`config.mk`:
```
export PLATFORM = sky130hd
export DESIGN_NAME = nearest_hit_ctrl
export DESIGN_NICKNAME = d
export VERILOG_FILES = /design/src/rt_pkg.sv /design/src/nearest_hit_ctrl.sv
export SDC_FILE = /design/constraint.sdc
export NUM_CORES = 1
export LEC_CHECK = 0
export ABC_AREA = 1
export BUFFER_PORTS_ARGS = -buffer_cell sky130_fd_sc_hd__buf_2
export CAP_MARGIN = 15
export CORE_MARGIN = 5
export CORE_UTILIZATION = 45
export DETAILED_ROUTE_END_ITERATION = 12
export HOLD_SLACK_MARGIN = 0.1
export PLACE_DENSITY = 0.63
export SLEW_MARGIN = 15
export SYNTH_ARGS = -nofsm -noshare
export SYNTH_HDL_FRONTEND = slang
export SYNTH_SLANG_ARGS = --single-unit
```
`constraint.sdc`:
```
create_clock -name clk -period 2.6 [get_ports clk]
set_input_delay 0.39 -clock clk [delete_from_list [all_inputs] [get_ports clk]]
set_output_delay 0.39 -clock clk [all_outputs]
set_load 0.1 [all_outputs]
```
`src/rt_pkg.sv`:
```
// ray-triangle tester package: Q16.16 types, geometry structs and shared constants
package rt_pkg;

    // fractional bits of the fixed-point format
    localparam int FRAC_BITS = 16;

    // signed Q16.16 value
    typedef logic signed [31:0] fip_t;

    // unsigned triangle count or index
    typedef logic [31:0] tri_idx_t;

    localparam fip_t FIP_ONE = 32'sh0001_0000;
    localparam fip_t FIP_MAX = 32'sh7fff_ffff;
    localparam fip_t FIP_MIN = 32'sh8000_0000;

    // x in the top word, z in the bottom
    typedef struct packed {
        fip_t x;
        fip_t y;
        fip_t z;
    } vec3_t;

    // three vertices, v0 is the reference corner
    typedef struct packed {
        vec3_t v0;
        vec3_t v1;
        vec3_t v2;
    } tri_t;

    // origin and direction, held for a whole batch
    typedef struct packed {
        vec3_t org;
        vec3_t dir;
    } ray_t;

    // determinant latency, minors then products
    localparam int DET_LAT = 2;

    // setup + determinant + divide + hit test
    localparam int PIPE_LAT = DET_LAT + 3;

endpackage
```
`src/nearest_hit_ctrl.sv`:
```
// batch controller: counts triangles in and results out, keeps the nearest hit
`timescale 1ns/1ps

module nearest_hit_ctrl (
    input  logic             clk,
    input  logic             i_rstn,
    input  logic             i_start,
    input  rt_pkg::tri_idx_t i_tri_cnt,
    input  logic             i_tri_valid,
    output logic             o_issue,
    input  logic             i_res_valid,
    input  logic             i_res_hit,
    input  rt_pkg::fip_t     i_res_t,
    output logic             o_hit,
    output rt_pkg::fip_t     o_t,
    output rt_pkg::tri_idx_t o_tri_index,
    output logic             o_done
);
    import rt_pkg::*;

    typedef enum logic {
        ST_IDLE,
        ST_RUN
    } state_t;

    state_t   state;
    // triangles still to accept
    tri_idx_t in_rem;
    logic     in_open;
    // results still to come, index counts down with it
    tri_idx_t out_left;
    tri_idx_t res_idx;

    // extra strobes past the count are dropped here
    assign o_issue = i_tri_valid && in_open;
    assign res_idx = out_left - 1'b1;
    assign o_done  = (state == ST_IDLE);

    always_ff @(posedge clk) begin
        if (!i_rstn) begin
            state       <= ST_IDLE;
            in_rem      <= '0;
            in_open     <= 1'b0;
            out_left    <= '0;
            o_hit       <= 1'b0;
            o_t         <= FIP_MAX;
            o_tri_index <= '0;
        end else if (i_start) begin
            state       <= ST_RUN;
            in_rem      <= i_tri_cnt;
            in_open     <= (i_tri_cnt != '0);
            out_left    <= i_tri_cnt;
            o_hit       <= 1'b0;
            o_t         <= FIP_MAX;
            o_tri_index <= '0;
        end else begin
            // input side
            if (o_issue) begin
                in_rem <= in_rem - 1'b1;
                if (in_rem == tri_idx_t'(1)) begin
                    in_open <= 1'b0;
                end
            end
            // output side
            if (state == ST_RUN) begin
                if (out_left == '0) begin
                    // empty batch
                    state <= ST_IDLE;
                end else if (i_res_valid) begin
                    // strict compare, earlier triangle keeps a tie
                    if (i_res_hit && (i_res_t < o_t)) begin
                        o_hit       <= 1'b1;
                        o_t         <= i_res_t;
                        o_tri_index <= res_idx;
                    end
                    out_left <= res_idx;
                    if (res_idx == '0) begin
                        state <= ST_IDLE;
                    end
                end
            end
        end
    end

endmodule

```
**Word level (Yosys, flattened, before mapping)**

Cells that the tools add are included.
W data, S select, Z words.

- Bits in registers: 131
- Bits of input ports: 70
- Output and inout port bits: 67
- Word-level logic and storage cells: 42

- Add/sub/neg operators: 2
- Magnitude comparators: 1
- Equality and inequality tests: 2
- Multiplexer cells: 14
- Bitwise gates (word level): 3
- Reduce and logical (&&, ||, !) cells: 13

Operator list:

| operator | count |
|---|---|
| $mux W32 | 6 |
| $logic_not A32 Y1 | 2 |
| $sub A32 B1 Y32 const B | 2 |
| $eq A32 B1 Y1 const B | 1 |
| $lt A32 B32 Y1 | 1 |
| $reduce_bool A32 Y1 | 1 |
| $mux W1 | 8 |
| $reduce_bool A2 Y1 | 4 |
| $reduce_and A4 Y1 | 1 |
| $not A1 Y1 | 3 |
| $reduce_and A3 Y1 | 1 |
| $logic_and A1 B1 Y1 | 2 |
| $ne A2 B2 Y1 const B | 1 |
| $reduce_and A2 Y1 | 1 |
| $reduce_or A2 Y1 | 1 |

**Depth between registers and ports, before layout**

- Word-level depth: 7
- Gate-level depth with buffers: 18
- Depth with buffers taken out: 17

**Worst setup path after synthesis**

No wires, ideal clock.

- Path kind: register -> register
- Start: reg o_t[31]
- End: reg o_tri_index[24]
- Library setup time: 0.117 ns
- Data arrival time: 2.638 ns
- Data required time: 2.483 ns
- Slack: -0.155 ns
- Stages on the path, launching flop included: 14
- Clock period less this slack: 2.755 ns
- Cells stage by stage: dfxtp_1 > inv_1 > ha_1 > nand2_1 > nor2_1 > nand4_1 > nor4_1 > nand2_1 > nand3_1 > buf_2 > buf_4 > nand4_1 > nand2_1 > nor2_1

- Cells in the longest elaborated chain, start to end: 3

Ends and longest elaborated chain:

| what | line | source |
|---|---|---|
| from (decl) | nearest_hit_ctrl.sv:15 | `output rt_pkg::fip_t o_t,` |
| from (signal assigned) | nearest_hit_ctrl.sv:73 | `o_t <= i_res_t;` |
| $lt A32 B32 Y1 | nearest_hit_ctrl.sv:71 | `if (i_res_hit && (i_res_t < o_t)) begin` |
| $logic_and A1 B1 Y1 | nearest_hit_ctrl.sv:71 |  |
| $reduce_and A4 Y1 (no line) | -- |  |
| to (signal assigned) | nearest_hit_ctrl.sv:74 | `o_tri_index <= res_idx;` |
| to (decl) | nearest_hit_ctrl.sv:16 | `output rt_pkg::tri_idx_t o_tri_index,` |

Every way passes these cells.
A chain may end at the register's enable or synchronous reset.

**Final worst setup path**

- Start: reg out_left[1]
- End: reg o_t[19]

- Cells in the longest elaborated chain, start to end: 3

Ends and longest elaborated chain:

| what | line | source |
|---|---|---|
| from (decl) | nearest_hit_ctrl.sv:31 | `tri_idx_t out_left;` |
| from (signal assigned) | nearest_hit_ctrl.sv:52 | `out_left <= i_tri_cnt;` |
| from (signal assigned) | nearest_hit_ctrl.sv:76 | `out_left <= res_idx;` |
| $logic_not A32 Y1 | nearest_hit_ctrl.sv:66 | `if (out_left == '0) begin` |
| $not A1 Y1 (no line) | -- |  |
| $reduce_and A4 Y1 (no line) | -- |  |

Every way passes these cells.

==> impl_metrics.env <==
export IMPL_outcome="finished, final reports clean"
export IMPL_synth_top_cell_by_area="dfxtp_1"
export IMPL_synth_edf_count=0
export IMPL_clk_path_buf_depth=2
export IMPL_cts_root_buffer="clkbuf_16"
export IMPL_finClkSkew_ns=0.00846
export IMPL_vias=8147
export IMPL_dp_hpwl_um=17500
export IMPL_drv_cap=0
export IMPL_io_buffers=136
export IMPL_synth_ff_type="dfxtp_1"
export IMPL_drive_gt1_share_pct=16.7
export IMPL_die_area_um2=20300
export IMPL_crit_path_top_delay_cell="dfxtp_1"
export IMPL_synth_seq_area_share_pct=33.2
export IMPL_cts_htree_levels=4
export IMPL_crit_end="o_t[19]"
export IMPL_grt_ovfl_total=0
export IMPL_cts_tree="built"
export IMPL_ctsResizeCount=0
export IMPL_synth_cell_types=40
export IMPL_grt_pass1_vias=7420
export IMPL_hold_viol=0
export IMPL_netlist_top_cells_area="dfxtp_1 (33%), nand2_1 (18%), nor2_1 (8.9%)"
export IMPL_finalWorstSetupSlack_ns=0.287
export IMPL_die_x_um=142
export IMPL_setup_viol=0
export IMPL_p_total_mw=5.97
export IMPL_crit_type="reg -> reg"
export IMPL_yosysTopAreaCellShare_pct=33.2
export IMPL_synth_nets=1331
export IMPL_syn_to_final_growth_pct=20.1
export IMPL_drt_total_wl_um=23100
export IMPL_critical_path_startpoint="out_left[1]"
export IMPL_p_leak_nw=4.67
export IMPL_crit_chain="inv_1, ha_1, nand2_4, nor2_8, nand2_4, nor2_4, nand4_4, nand3_4, nor2_4, nand3_2, buf_12, nand2_1, nand3_1"
export IMPL_path_depth=13
export IMPL_dpl_cell_count=1561
export IMPL_cts_sinks=131
export IMPL_die_height_um=142
export IMPL_coreArea_um2=17200
export IMPL_clk_pin_slew_ns=0.06
export IMPL_grt_pass1_wl_um=37300
export IMPL_required_ns=2.90
export IMPL_tightest_slew_ns=0.669
export IMPL_hold_path_class="in -> reg"
export IMPL_rrSetupSlack_ns=0.29
export IMPL_place_congestion=0.937
export IMPL_first_iter_violations=470
export IMPL_post_synth_top_count_cell="nand2_1"
export IMPL_worst_r2r_endpoint="o_t[19]"
export IMPL_fin_tns_setup_ns=0
export IMPL_diodes=0
export IMPL_timing_critical_path_buf_inv=2
export IMPL_wire_per_inst_um=14.5
export IMPL_startpoint_type="flip-flop"
export IMPL_clk_latency_ns=0.43
export IMPL_synth_cell_area_um2=7900
export IMPL_holdBufCountCts=0
export IMPL_r2r_cells=13
export IMPL_grt_max_degree=66
export IMPL_start_util_pct=45.8
export IMPL_min_period_ns=2.31
export IMPL_arrival_ns=2.61
export IMPL_fmax_ghz=0.432
export IMPL_ys_warn_count=0
export IMPL_ir_drop_mv=0.510
export IMPL_p_per_area_nw_per_um2=630
export IMPL_antenna_found_initial=0
export IMPL_synth_commonest_cells="nand2_1 (372), nor2_1 (188), inv_1 (141), dfxtp_1 (131), nand3_1 (75)"
export IMPL_final_cells=1594
export IMPL_reg2reg_from="out_left[1]"
export IMPL_maxSlewHeadroom_pct=55.3
export IMPL_netlist_instances=1226
export IMPL_cts_inserted_buffers=17
export IMPL_dp_slack_ns=0.108
export IMPL_max_stage_delay_ns=0.35
export IMPL_end_kind="flip-flop"
export IMPL_track_usage_pct=22.7
export IMPL_ys_ff_latch=131
export IMPL_ant_nets=0
export IMPL_ys_async_sr_fraction_pct=0
export IMPL_drcViolationCount=0
export IMPL_synth_avg_cell_area_um2=6.44
export IMPL_maxSlewViolCount=0
export IMPL_ios=137
export IMPL_crit_family="simple AND/OR/NAND/NOR gates"
export IMPL_rows=48
export IMPL_rsz0062_at_grt="no"
export IMPL_nets=1461
export IMPL_fin_crit_sh_pct=88.9
export IMPL_crit_fanout=31
export IMPL_first_pass_iters=8
export IMPL_viasPerCell=5.11
power breakdown:
group          leakage [nW]  switching [mW]  internal (mW)
clock network         0.301           0.938           1.65
registers              1.07          0.0914           2.09
logic                  3.31           0.843          0.356
placed cells by master (no fill, tap or decap), types with 9 or more instances in the layout:
cell type / synthesis / routed
clkbuf_16: 0 / 17
o21ai_0: 26 / 26
nand3_1: 75 / 75
nor2_1: 188 / 187
dfxtp_1: 131 / 117
a31oi_1: 53 / 53
buf_2: 10 / 136
inv_1: 141 / 141
xnor2_1: 9 / 9
buf_4: 4 / 16
ha_1: 35 / 35
nand4_1: 47 / 47
xor2_1: 18 / 18
nor4_1: 13 / 13
a21oi_1: 27 / 27
dfxtp_2: 0 / 14
nand2_1: 372 / 372
sequential cells by signal, summed over array words and instances, names as in the netlist:
register,flops
o_hit,1
in_rem,32
in_open,1
state,1
o_tri_index,32
o_t,32
out_left,32
repair_timing:
item                                    CTS  global route
hold endpoints to repair                  0             0
buffers inserted                          0             0
endpoints found under the setup margin    0            61
worst min path at each step:
stage,start,to,cells after the start
5_1_grt,i_res_t[22],o_t[22],3
3_3_place_gp,o_t[5],o_t[5],2
6_report,i_res_t[26],o_t[26],3
4_1_cts,i_res_t[22],o_t[22],3
3_5_place_dp,o_t[27],o_t[27],2
2_1_floorplan,in_open,in_open,2
layer usage:
| layer | global-route usage, % | vias up | wire length (µm) | share of wire, % |
|---|---|---|---|---|
| li1 | - | 4222 | - | - |
| met2 | 34.3 | 263 | 10000 | 43 |
| met4 | 7.65 | 0 | 517 | 2.2 |
| met5 | 0 | - | 0 | 0 |
| met1 | 32.9 | 3621 | 11100 | 48 |
| met3 | 3.60 | 41 | 1530 | 6.6 |
stage by stage:
stage | util, % | hold WS, ns | area [µm²]
after floorplan | - | 0.442 | 7920
final | 55.0 | 0.178 | 9480
after detailed placement | 51.3 | 0.463 | 8840
after global routing | 55.0 | 0.175 | 9480
after global placement | 51.3 | 0.456 | 8840
after CTS | 55.0 | 0.169 | 9470
logic make-up after synthesis:
| family | Yosys count | synth area share (%) |
|---|---|---|
| buffers and inverters | 189 | 10.0 |
| AND/OR/NAND/NOR | 727 | 39.6 |
| AO/OA/AOI/OAI | 117 | 8.63 |
| flip-flops | 131 | 33.2 |
| XOR/XNOR | 27 | 2.99 |
| adder cells (fa/ha/maj) | 35 | 5.54 |
area by class of cell:
cell class                 count  area (µm²)
clock inverter                13         183
sequential                   131        2640
fill                        1762        7750
tap                          225         282
multi-input combinational    907        4510
inverter                     143         539
clock buffer                  19         453
timing repair buffer         156         881
worst register-to-register path, delay by kind of cell (launching register included):
kind                     cells  cell delay (ns)
AND/OR/NAND/NOR             10             1.29
flip-flops                   1             0.35
buffers and inverters        2             0.33
adder cells (fa/ha/maj)      1             0.22
Power figures use the tool's default switching activity.
